[config.mk]
export PLATFORM = sky130hd
export DESIGN_NAME = xlat_top
export DESIGN_NICKNAME = d
export VERILOG_FILES = /design/src/common/xlat_pkg.sv /design/src/logic/dma_issue.sv /design/src/logic/xlat_fsm.sv /design/src/logic/xlat_top.sv /design/src/tlb/tlb_table.sv
export SDC_FILE = /design/constraint.sdc
export NUM_CORES = 1
export LEC_CHECK = 0
export BUFFER_PORTS_ARGS = -buffer_cell sky130_fd_sc_hd__buf_2
export CORE_MARGIN = 5
export CORE_UTILIZATION = 51
export DETAILED_ROUTE_END_ITERATION = 10
export GPL_TIMING_DRIVEN = 0
export PLACE_DENSITY = 0.68
export SETUP_SLACK_MARGIN = 0.1
export SLEW_MARGIN = 0
export SYNTH_ARGS = -nofsm -noshare
export SYNTH_HDL_FRONTEND = slang
export SYNTH_SLANG_ARGS = --single-unit
[constraint.sdc]
create_clock -name aclk -period 7.1 [get_ports aclk]
set_input_delay 1.42 -clock aclk [delete_from_list [all_inputs] [get_ports aclk]]
set_output_delay 1.42 -clock aclk [all_outputs]
set_load 0.005 [all_outputs]
[src/common/xlat_pkg.sv]
// Address, length and id types, page constants and beat/fault records
package xlat_pkg;

    // ----------------------------------------
    // Widths
    // ----------------------------------------
    localparam int VADDR_BITS = 32;
    localparam int PADDR_BITS = 32;
    localparam int LEN_BITS   = 16;
    localparam int PID_BITS   = 4;

    // 256 byte pages so that requests split often
    localparam int PAGE_BITS  = 8;
    localparam int PAGE_SIZE  = 1 << PAGE_BITS;

    localparam int VPN_BITS   = VADDR_BITS - PAGE_BITS;
    localparam int PPN_BITS   = PADDR_BITS - PAGE_BITS;

    // ----------------------------------------
    // Types
    // ----------------------------------------
    typedef logic [VADDR_BITS-1:0] vaddr_t;
    typedef logic [PADDR_BITS-1:0] paddr_t;
    typedef logic [LEN_BITS-1:0]   len_t;
    typedef logic [PID_BITS-1:0]   pid_t;
    typedef logic [VPN_BITS-1:0]   vpn_t;
    typedef logic [PPN_BITS-1:0]   ppn_t;
    typedef logic [PAGE_BITS-1:0]  offs_t;

    // One physical beat as seen on the dma port
    typedef struct packed {
        paddr_t paddr;
        len_t   len;
        logic   last;
    } beat_t;

    // Contents of one page fault report
    typedef struct packed {
        pid_t   pid;
        vaddr_t vaddr;
        len_t   len;
    } fault_t;

endpackage

[src/logic/dma_issue.sv]
// DMA beat issue, outstanding beat queue and completion pulses
module dma_issue import xlat_pkg::*; #(
    parameter int N_OUTSTANDING = 4
) (
    input  logic   aclk,
    input  logic   aresetn,

    // Beats from the FSM
    input  logic   beat_valid,
    output logic   beat_ready,
    input  paddr_t beat_paddr,
    input  len_t   beat_len,
    input  logic   beat_last,
    input  pid_t   beat_pid,

    // DMA port
    output logic   dma_req,
    input  logic   dma_ack,
    output paddr_t dma_paddr,
    output len_t   dma_len,
    output logic   dma_last,
    input  logic   dma_done,

    // Completions
    output logic   done_valid,
    output pid_t   done_pid
);

    localparam int PTR_BITS = (N_OUTSTANDING > 1) ? $clog2(N_OUTSTANDING) : 1;
    localparam int CNT_BITS = $clog2(N_OUTSTANDING + 1);

    typedef logic [PTR_BITS-1:0] ptr_t;
    typedef logic [CNT_BITS-1:0] cnt_t;

    logic q_last [N_OUTSTANDING];
    pid_t q_pid  [N_OUTSTANDING];
    ptr_t head;
    ptr_t tail;
    cnt_t count;
    logic push;

    function automatic ptr_t next_ptr(input ptr_t p);
        return (p == ptr_t'(N_OUTSTANDING - 1)) ? '0 : p + 1'b1;
    endfunction

    // Stall while a handshake is open or the queue is full
    assign beat_ready = !dma_req && !dma_ack && (count < cnt_t'(N_OUTSTANDING));
    assign push       = beat_valid && beat_ready;

    // ----------------------------------------
    // DMA handshake
    // ----------------------------------------
    always_ff @(posedge aclk) begin
        if (!aresetn) begin
            dma_req <= 1'b0;
        end else if (push) begin
            dma_req <= 1'b1;
        end else if (dma_ack) begin
            dma_req <= 1'b0;
        end
    end

    always_ff @(posedge aclk) begin
        if (push) begin
            dma_paddr    <= beat_paddr;
            dma_len      <= beat_len;
            dma_last     <= beat_last;
            q_last[tail] <= beat_last;
            q_pid[tail]  <= beat_pid;
        end
    end

    // ----------------------------------------
    // Outstanding queue
    // ----------------------------------------
    always_ff @(posedge aclk) begin
        if (!aresetn) begin
            head       <= '0;
            tail       <= '0;
            count      <= '0;
            done_valid <= 1'b0;
        end else begin
            if (push) begin
                tail <= next_ptr(tail);
            end
            if (dma_done) begin
                head <= next_ptr(head);
            end
            case ({push, dma_done})
                2'b10:   count <= count + 1'b1;
                2'b01:   count <= count - 1'b1;
                default: ;
            endcase
            done_valid <= dma_done && q_last[head];
        end
    end

    always_ff @(posedge aclk) begin
        done_pid <= q_pid[head];
    end

endmodule

[src/logic/xlat_fsm.sv]
// Request FSM with per-page lookup, page splitting and fault reporting
module xlat_fsm import xlat_pkg::*; (
    input  logic   aclk,
    input  logic   aresetn,

    // Requests
    input  logic   xreq_req,
    output logic   xreq_ack,
    input  pid_t   xreq_pid,
    input  vaddr_t xreq_vaddr,
    input  len_t   xreq_len,
    input  logic   xreq_last,

    // TLB lookup
    output logic   lup_req,
    input  logic   lup_ack,
    output pid_t   lup_pid,
    output vpn_t   lup_vpn,
    input  logic   lup_hit,
    input  ppn_t   lup_ppn,

    // Page fault
    output logic   pfault_req,
    input  logic   pfault_ack,
    output pid_t   pfault_pid,
    output vaddr_t pfault_vaddr,
    output len_t   pfault_len,

    // Beats to the output side
    output logic   beat_valid,
    input  logic   beat_ready,
    output paddr_t beat_paddr,
    output len_t   beat_len,
    output logic   beat_last,
    output pid_t   beat_pid
);

    typedef enum logic [2:0] {
        ST_IDLE,
        ST_ACCEPT,
        ST_LOOKUP,
        ST_RELEASE,
        ST_COMPUTE,
        ST_SEND,
        ST_FAULT,
        ST_FAULT_REL
    } xlat_state_t;

    xlat_state_t state;

    // Current request, advanced page by page
    pid_t   pid_r;
    vaddr_t vaddr_r;
    len_t   len_r;
    logic   last_r;

    // Captured lookup result
    logic   hit_r;
    ppn_t   ppn_r;

    offs_t  offs;
    len_t   page_rem;
    len_t   blen;

    // ----------------------------------------
    // Splitting
    // ----------------------------------------
    assign offs     = vaddr_r[PAGE_BITS-1:0];
    assign page_rem = len_t'(PAGE_SIZE) - len_t'(offs);
    assign blen     = (len_r < page_rem) ? len_r : page_rem;

    assign lup_pid      = pid_r;
    assign lup_vpn      = vaddr_r[VADDR_BITS-1:PAGE_BITS];
    assign pfault_pid   = pid_r;
    assign pfault_vaddr = vaddr_r;
    assign pfault_len   = len_r;
    assign beat_pid     = pid_r;

    // ----------------------------------------
    // Control
    // ----------------------------------------
    always_ff @(posedge aclk) begin
        if (!aresetn) begin
            state      <= ST_IDLE;
            xreq_ack   <= 1'b0;
            lup_req    <= 1'b0;
            pfault_req <= 1'b0;
            beat_valid <= 1'b0;
        end else begin
            case (state)
                ST_IDLE: begin
                    if (xreq_req) begin
                        xreq_ack <= 1'b1;
                        state    <= ST_ACCEPT;
                    end
                end
                // Work starts once the requester lets go
                ST_ACCEPT: begin
                    if (!xreq_req) begin
                        xreq_ack <= 1'b0;
                        if (len_r == '0) begin
                            state <= ST_IDLE;
                        end else begin
                            lup_req <= 1'b1;
                            state   <= ST_LOOKUP;
                        end
                    end
                end
                ST_LOOKUP: begin
                    if (lup_ack) begin
                        lup_req <= 1'b0;
                        state   <= ST_RELEASE;
                    end
                end
                ST_RELEASE: begin
                    if (!lup_ack) begin
                        if (hit_r) begin
                            state <= ST_COMPUTE;
                        end else begin
                            pfault_req <= 1'b1;
                            state      <= ST_FAULT;
                        end
                    end
                end
                ST_COMPUTE: begin
                    beat_valid <= 1'b1;
                    state      <= ST_SEND;
                end
                ST_SEND: begin
                    if (beat_ready) begin
                        beat_valid <= 1'b0;
                        if (len_r == '0) begin
                            state <= ST_IDLE;
                        end else begin
                            lup_req <= 1'b1;
                            state   <= ST_LOOKUP;
                        end
                    end
                end
                ST_FAULT: begin
                    if (pfault_ack) begin
                        pfault_req <= 1'b0;
                        state      <= ST_FAULT_REL;
                    end
                end
                // Retry the same page after the host installs it
                ST_FAULT_REL: begin
                    if (!pfault_ack) begin
                        lup_req <= 1'b1;
                        state   <= ST_LOOKUP;
                    end
                end
                default: state <= ST_IDLE;
            endcase
        end
    end

    // ----------------------------------------
    // Datapath
    // ----------------------------------------
    always_ff @(posedge aclk) begin
        case (state)
            ST_IDLE: begin
                if (xreq_req) begin
                    pid_r   <= xreq_pid;
                    vaddr_r <= xreq_vaddr;
                    len_r   <= xreq_len;
                    last_r  <= xreq_last;
                end
            end
            ST_LOOKUP: begin
                if (lup_ack) begin
                    hit_r <= lup_hit;
                    ppn_r <= lup_ppn;
                end
            end
            ST_COMPUTE: begin
                beat_paddr <= {ppn_r, offs};
                beat_len   <= blen;
                // Last beat of a request marked last
                beat_last  <= last_r && (len_r == blen);
                vaddr_r    <= vaddr_r + vaddr_t'(blen);
                len_r      <= len_r - blen;
            end
            default: ;
        endcase
    end

endmodule

[src/logic/xlat_top.sv]
// Translation engine top level with TLB, FSM and DMA issue instances
module xlat_top import xlat_pkg::*; #(
    parameter int TLB_ORDER     = 4,
    parameter int N_OUTSTANDING = 4
) (
    input  logic   aclk,
    input  logic   aresetn,

    // Host map port
    input  logic   map_req,
    output logic   map_ack,
    input  pid_t   map_pid,
    input  vpn_t   map_vpn,
    input  ppn_t   map_ppn,

    // Requests
    input  logic   xreq_req,
    output logic   xreq_ack,
    input  pid_t   xreq_pid,
    input  vaddr_t xreq_vaddr,
    input  len_t   xreq_len,
    input  logic   xreq_last,

    // Page faults
    output logic   pfault_req,
    input  logic   pfault_ack,
    output pid_t   pfault_pid,
    output vaddr_t pfault_vaddr,
    output len_t   pfault_len,

    // DMA
    output logic   dma_req,
    input  logic   dma_ack,
    output paddr_t dma_paddr,
    output len_t   dma_len,
    output logic   dma_last,
    input  logic   dma_done,

    // Completions
    output logic   done_valid,
    output pid_t   done_pid
);

    logic   lup_req;
    logic   lup_ack;
    pid_t   lup_pid;
    vpn_t   lup_vpn;
    logic   lup_hit;
    ppn_t   lup_ppn;

    logic   beat_valid;
    logic   beat_ready;
    paddr_t beat_paddr;
    len_t   beat_len;
    logic   beat_last;
    pid_t   beat_pid;

    tlb_table #(
        .TLB_ORDER (TLB_ORDER)
    ) i_tlb_table (
        .aclk    (aclk),
        .aresetn (aresetn),
        .map_req (map_req),
        .map_ack (map_ack),
        .map_pid (map_pid),
        .map_vpn (map_vpn),
        .map_ppn (map_ppn),
        .lup_req (lup_req),
        .lup_ack (lup_ack),
        .lup_pid (lup_pid),
        .lup_vpn (lup_vpn),
        .lup_hit (lup_hit),
        .lup_ppn (lup_ppn)
    );

    xlat_fsm i_xlat_fsm (
        .aclk         (aclk),
        .aresetn      (aresetn),
        .xreq_req     (xreq_req),
        .xreq_ack     (xreq_ack),
        .xreq_pid     (xreq_pid),
        .xreq_vaddr   (xreq_vaddr),
        .xreq_len     (xreq_len),
        .xreq_last    (xreq_last),
        .lup_req      (lup_req),
        .lup_ack      (lup_ack),
        .lup_pid      (lup_pid),
        .lup_vpn      (lup_vpn),
        .lup_hit      (lup_hit),
        .lup_ppn      (lup_ppn),
        .pfault_req   (pfault_req),
        .pfault_ack   (pfault_ack),
        .pfault_pid   (pfault_pid),
        .pfault_vaddr (pfault_vaddr),
        .pfault_len   (pfault_len),
        .beat_valid   (beat_valid),
        .beat_ready   (beat_ready),
        .beat_paddr   (beat_paddr),
        .beat_len     (beat_len),
        .beat_last    (beat_last),
        .beat_pid     (beat_pid)
    );

    dma_issue #(
        .N_OUTSTANDING (N_OUTSTANDING)
    ) i_dma_issue (
        .aclk       (aclk),
        .aresetn    (aresetn),
        .beat_valid (beat_valid),
        .beat_ready (beat_ready),
        .beat_paddr (beat_paddr),
        .beat_len   (beat_len),
        .beat_last  (beat_last),
        .beat_pid   (beat_pid),
        .dma_req    (dma_req),
        .dma_ack    (dma_ack),
        .dma_paddr  (dma_paddr),
        .dma_len    (dma_len),
        .dma_last   (dma_last),
        .dma_done   (dma_done),
        .done_valid (done_valid),
        .done_pid   (done_pid)
    );

endmodule

[src/tlb/tlb_table.sv]
// Direct-mapped TLB with host map port and registered lookup port
module tlb_table import xlat_pkg::*; #(
    parameter int TLB_ORDER = 4
) (
    input  logic aclk,
    input  logic aresetn,

    // Host install
    input  logic map_req,
    output logic map_ack,
    input  pid_t map_pid,
    input  vpn_t map_vpn,
    input  ppn_t map_ppn,

    // Lookup from the FSM
    input  logic lup_req,
    output logic lup_ack,
    input  pid_t lup_pid,
    input  vpn_t lup_vpn,
    output logic lup_hit,
    output ppn_t lup_ppn
);

    localparam int N_ENTRIES = 1 << TLB_ORDER;
    localparam int TAG_BITS  = PID_BITS + VPN_BITS - TLB_ORDER;

    typedef logic [TAG_BITS-1:0]  tag_t;
    typedef logic [TLB_ORDER-1:0] idx_t;

    // ----------------------------------------
    // Storage
    // ----------------------------------------
    logic [N_ENTRIES-1:0] entry_valid;
    tag_t                 entry_tag [N_ENTRIES];
    ppn_t                 entry_ppn [N_ENTRIES];

    idx_t map_idx;
    tag_t map_tag;
    idx_t lup_idx;
    tag_t lup_tag;

    // Low vpn bits index, the rest plus pid form the tag
    assign map_idx = map_vpn[TLB_ORDER-1:0];
    assign map_tag = {map_pid, map_vpn[VPN_BITS-1:TLB_ORDER]};
    assign lup_idx = lup_vpn[TLB_ORDER-1:0];
    assign lup_tag = {lup_pid, lup_vpn[VPN_BITS-1:TLB_ORDER]};

    // ----------------------------------------
    // Map handshake and install
    // ----------------------------------------
    always_ff @(posedge aclk) begin
        if (!aresetn) begin
            map_ack     <= 1'b0;
            entry_valid <= '0;
        end else if (map_req && !map_ack) begin
            map_ack              <= 1'b1;
            entry_valid[map_idx] <= 1'b1;
        end else if (!map_req && map_ack) begin
            map_ack <= 1'b0;
        end
    end

    // Tag and ppn written with the valid bit, overwriting the slot
    always_ff @(posedge aclk) begin
        if (map_req && !map_ack) begin
            entry_tag[map_idx] <= map_tag;
            entry_ppn[map_idx] <= map_ppn;
        end
    end

    // ----------------------------------------
    // Lookup handshake
    // ----------------------------------------
    always_ff @(posedge aclk) begin
        if (!aresetn) begin
            lup_ack <= 1'b0;
        end else if (lup_req && !lup_ack) begin
            lup_ack <= 1'b1;
        end else if (!lup_req && lup_ack) begin
            lup_ack <= 1'b0;
        end
    end

    // Result held stable while ack is high
    always_ff @(posedge aclk) begin
        if (lup_req && !lup_ack) begin
            lup_hit <= entry_valid[lup_idx] && (entry_tag[lup_idx] == lup_tag);
            lup_ppn <= entry_ppn[lup_idx];
        end
    end

endmodule

-- Word-level counts from Yosys, hierarchy flattened
Memory sizes are Yosys's and may differ from the RTL's. A register that Yosys moved wholly into a read port is not among the register bits.
Cells that the tools add are included.
- flip-flop bits (word level): 211
- memory bits (writable): 788
- input bits: 112
- output and inout bits: 110
- word-level logic and storage cells: 150
- memories: 4
- add/sub/neg operators: 7
- magnitude comparators: 5
- eq/ne operators: 21
- muxes and demuxes: 50
- bitwise logic cells: 1
- reduce and logical (&&, ||, !) cells: 36
- memories (memory ; words ; bits a word ; read ports ; clocked after Yosys merged registers in ; write ports ; RTL line ; source):
    i_tlb_table.entry_ppn ; 16 ; 24 ; 1 ; 1 ; 1 ; tlb_table.sv:35 ; ppn_t entry_ppn [N_ENTRIES];
    i_tlb_table.entry_tag ; 16 ; 24 ; 1 ; 1 ; 1 ; tlb_table.sv:34 ; tag_t entry_tag [N_ENTRIES];
    i_dma_issue.q_pid ; 4 ; 4 ; 1 ; 1 ; 1 ; dma_issue.sv:36 ; pid_t q_pid [N_OUTSTANDING];
    i_dma_issue.q_last ; 4 ; 1 ; 1 ; 1 ; 1 ; dma_issue.sv:35 ; logic q_last [N_OUTSTANDING];
- operator list (operator ; number):
    case mux 32 bit (2 select lines) ; 1
    adder 32 x 16 -> 32 bit ; 1
    2-to-1 mux 16 bit ; 2
    2-to-1 mux 32 bit ; 1
    case mux 16 bit (2 select lines) ; 1
    equality test 24 bit ; 1
    case mux 3 bit (8 select lines) ; 1
    2-to-1 mux 1 bit ; 23
    2-to-1 mux 3 bit ; 7
    equality test 16 bit ; 1
    zero test 16 bit ; 1
    < comparator 16 bit ; 1
    bitwise OR 16 bit ; 1
    nonzero test 2 bit ; 8
    subtractor 16 bit ; 1
    inequality test 2 bit (second input constant) ; 7
    equality test 3 bit (second input constant) ; 4
    2-to-1 mux 2 bit ; 6
    logical AND 1 bit ; 11
    < comparator 4 x 5 -> 1 bit (second input constant) ; 2
    subtractor 9 x 8 -> 10 bit (first input constant) ; 1
    AND reduction 2 bit ; 4
    AND reduction 7 bit ; 1
    equality test 2 bit (second input constant) ; 3
    21 further kinds ; 30

-- Longest topological paths before layout
- word-level depth: 6
- mapped depth: 22
- depth with buffers taken out: 21

-- By module
From an unflattened synthesis, not the netlist that was laid out.
- cells, all modules: 2056
- area total of the unflattened synthesis: 40896.7 um^2
- by module, submodules not included (module ; times used ; cells an instance ; area an instance (um^2) ; seq. area each (um^2)):
    tlb_table ; 1 ; 1327 ; 31103.6 ; 24173.2
    xlat_fsm ; 1 ; 595 ; 6965.4 ; 3953.8
    dma_issue ; 1 ; 134 ; 2827.7 ; 2372.3

-- Worst setup path after synthesis
Ideal clock, no wire load.
- path kind: input to register
- from: input port map_req
- to: memory i_tlb_table.entry_ppn[0][0] (netlist bit) (enable)
- library setup time: 0.516 ns
- data arrival time: 5.447 ns
- data required time: 6.584 ns
- slack: 1.137 ns
- stages on the path: 3
- path buffers: 0
- cells stage by stage: ha_1 -> or3b_2 -> nor3_1
- longest elaborated chain between the ends: 3
- RTL lines (item ; RTL line ; source):
    from (decl) ; xlat_top.sv:10 ; input logic map_req,
    logical AND 1 bit ; tlb_table.sv:65 ; if (map_req && !map_ack) begin
    2-to-1 mux 1 bit ; tlb_table.sv:65 ;
    2-to-1 mux 1 bit (implied by the code) ; tlb_table.sv:67 ; entry_ppn[map_idx] <= map_ppn;
    to (decl) ; tlb_table.sv:35 ;
No other way between the ends.

-- Worst setup path after layout
- from: register i_xlat_fsm.vaddr_r[1] (netlist: i_xlat_fsm.pfault_vaddr[1])
- to: register i_xlat_fsm.vaddr_r[24] (netlist: i_xlat_fsm.pfault_vaddr[24]), data pin
- longest elaborated chain between the ends: 5
- RTL lines (item ; RTL line ; source):
    from (decl) ; xlat_fsm.sv:53 ; vaddr_t vaddr_r;
    from (signal assigned) ; xlat_fsm.sv:166 ; vaddr_r <= xreq_vaddr;
    from (signal assigned) ; xlat_fsm.sv:182 ; vaddr_r <= vaddr_r + vaddr_t'(blen);
    subtractor 9 x 8 -> 10 bit ; xlat_fsm.sv:69 ; assign page_rem = len_t'(PAGE_SIZE) - len_t'(offs);
    < comparator 16 bit ; xlat_fsm.sv:70 ; assign blen = (len_r < page_rem) ? len_r : page_rem;
    2-to-1 mux 16 bit ; xlat_fsm.sv:70 ;
    net i_xlat_fsm.blen[0] ; xlat_fsm.sv:63 ; len_t blen;
    adder 32 x 16 -> 32 bit ; xlat_fsm.sv:182 ;
    case mux 32 bit (2 select lines) ; xlat_fsm.sv:162 ; case (state)
The timed path passes the listed nets, and every way through them passes these cells.
A chain may end at the register's enable or synchronous reset.

==> metrics.cfg <==
[run_status]
status = completed

[sta]
finalSetupViolations = 0
skew_ps = 27.6
fmax_mhz = 162
layout_min_cycle_time_ps = 6170
period_share_pct = 86.9
final_max_slew_viol_count = 0
rsz0062_at_grt = false
whs_ps = 405
worst_pin_slew_ps = 1260
maxSlewHeadroom_pct = 16.0
finalHoldViolCount = 0

[clocking]
insertion_delay_ps = 670
cts_tree = done
clk_pin_slew_ps = 70
cts_hold_buf = 0
post_cts_resized = 0
cts_setup_buffers = 0
cts_buffers = 98
root_buffer = clkbuf_16
clockBufferDepth = 3
clock_sinks = 1033
htree_levels = 3

[place]
io_buffer_count = 221
gp_congestion = 0.897
dp_hpwl_um = 68000

[drt]
first_pass_iters = 5
routed_wirelength_um = 101000
drc = 0
ant_nets = 0
wl_per_cell_um = 28.2
drt_iter0_drc = 2703
viasPerCell = 6.02
vias = 21494

[synth]
synthFlopType = edfxtp_1
synth_area_leaders = edfxtp_1, mux4_2, dfxtp_1
ys_types = 65
yosysWarnings = 0
async_flop_share_pct = 0
synth_edf_count = 989
synth_seq_cells = 1033
synth_top_area_cell = edfxtp_1
synth_cells = 2037
syn_avg_cell_area_um2 = 19.9
synth_top_area_share_pct = 73.2
yosysSeqAreaShare_pct = 75.3
synth_area_um2 = 40600

[critical_path]
crit_required_ps = 7580
start_kind = register
worstPathMaxFanout = 10
crit_type = register to register
worst_ep_arrival_time_ps = 6660
worst-r2r-cell-count = 22
endpoint_kind = register

[pwr]
irDropWorstVdd_uv = 199
p_leak_nw = 16.0
cellPowerDensity_nw_per_um2 = 340
power_mw = 16.1

[grt]
grt_remaining_overflow = 0
antenna_found_initial = 13
grt_pass1_vias = 21926
grt_max_degree = 40
met1_usage_pct = 33.3
grt_pass1_wl_um = 147000
grt_use_met3_pct = 4.15
grt_util_all_layers_pct = 23.4
grt.busiest_layer = met2
grt_util_met2_pct = 38.4

[floorplanning]
start_util_pct = 51.4
die_w_um = 292
die_h_um = 292
dieArea_um2 = 85300
ios = 222
rows = 103
core_um2 = 79000

[layout]
area_growth_pct = 17.0
layout-drive-gt1-share_pct = 28.7
nets = 2588
fillCellCount = 5587

[hold_path]
hold_path_class = register to register
min_delay_path_depth = 0

[job]
max-cap-violations = 0

## flip-flops by register name, indices dropped and copies added (netlist names), 16 cells and up, named ones only
| name | cells |
|---|---|
| i_tlb_table.entry_ppn | 384 |
| i_tlb_table.entry_tag | 384 |
| i_dma_issue.dma_paddr | 32 |
| i_xlat_fsm.beat_paddr | 32 |
| i_xlat_fsm.pfault_vaddr | 32 |
| i_tlb_table.lup_ppn | 24 |
| i_xlat_fsm.ppn_r | 24 |
| i_dma_issue.dma_len | 16 |
| i_dma_issue.q_pid | 16 |
| i_tlb_table.entry_valid | 16 |
| i_xlat_fsm.beat_len | 16 |
| i_xlat_fsm.pfault_len | 16 |
## per-layer routing
metal	wire length [um]	vias to the layer above
met4	1950	4
met5	23	-
met2	49500	1082
met3	9140	132
li1	-	9086
met1	40100	11190
## Yosys cell counts, drive strengths merged, types with 25 or more instances
library cell  instances
a21oi                29
nor2                 49
xor2                 25
clkbuf               42
inv                  41
xnor2                45
dfxtp                44
o21ai                70
nand3                26
nand2                96
edfxtp              989
ha                   42
buf                  43
mux2i                48
mux4                220
## path summary, 6_finish.rpt
| check | start | endpoint | slack (ps) |
|---|---|---|---|
| max | i_xlat_fsm.pfault_vaddr[1] | i_xlat_fsm.pfault_vaddr[24] | 930 |
| min | i_xlat_fsm.beat_len[0] | i_dma_issue.dma_len[0] | 410 |
| max reg2reg | i_xlat_fsm.pfault_vaddr[1] | i_xlat_fsm.pfault_vaddr[24] | 930 |
| min reg2reg | i_xlat_fsm.beat_len[0] | i_dma_issue.dma_len[0] | 410 |
## placed cells by master (no fill, tap or decap), types with 38 or more instances in the layout
master	Yosys	routed
buf_2	22	244
clkbuf_1	42	62
clkbuf_16	0	98
dfxtp_1	44	44
edfxtp_1	989	989
ha_1	42	41
inv_1	40	38
mux2i_1	48	48
mux4_2	220	220
nand2_1	96	96
o21ai_0	65	65
xnor2_1	45	45
## worst max-delay path, stage by stage, from the launching register on
cell and delay [ps]:
edfxtp_1 520, inv_1 120, ha_1 240, xnor2_1 270
inv_1 80, ha_1 270, o21ai_0 80, a21boi_0 170
o21ai_0 120, a21o_1 170, a21oi_1 590, buf_2 420
mux2i_1 430, ha_1 280, fa_1 240, a21o_1 170
nand4_1 110, nand2_1 170, a211oi_1 140, o31ai_2 760
nand3_1 220, xor2_1 200, o21ai_0 210
## cell families after synthesis
group	share of synthesized area, %
buf+inv	1.42
fa+ha+maj	1.44
mux	13.9
other cells	0.00924
simple gates	3.18
xor+xnor	1.51
flops	75.3
compound gates	3.23
## metrics by stage
stage	area, um^2	utilization [%]	std cells	TNS (ps)	setup WS [ps]
2_1_floorplan	40600	-	2050	0	1140
3_3_place_gp	43100	54.5	3321	-823760	-3840
3_5_place_dp	44200	55.9	3381	0	981
4_1_cts	47500	60.1	3559	0	930
5_1_grt	47500	60.1	3562	0	512
6_report	47500	60.1	3568	0	927
## report_power, final
| group | switching (mW) | leakage [nW] | total [mW] | internal (mW) |
|---|---|---|---|---|
| registers | 0.226 | 9.31 | 7.23 | 7.01 |
| clock network | 2.22 | 1.61 | 5.34 | 3.12 |
| logic | 2.03 | 5.06 | 3.57 | 1.54 |
## layout make-up
class	count	area (um^2)	share of cell area (%)
sequential	1033	30600	64.4
multi-input combinational	890	9600	20.2
clock buffer	124	2610	5.50
timing repair buffer	281	2120	4.46
tap	1050	1310	2.77
clock inverter	54	676	1.42
buffer	85	420	0.885
inverter	42	158	0.332
antenna	9	22.5	0.0474
Power figures use the tool's default switching activity.
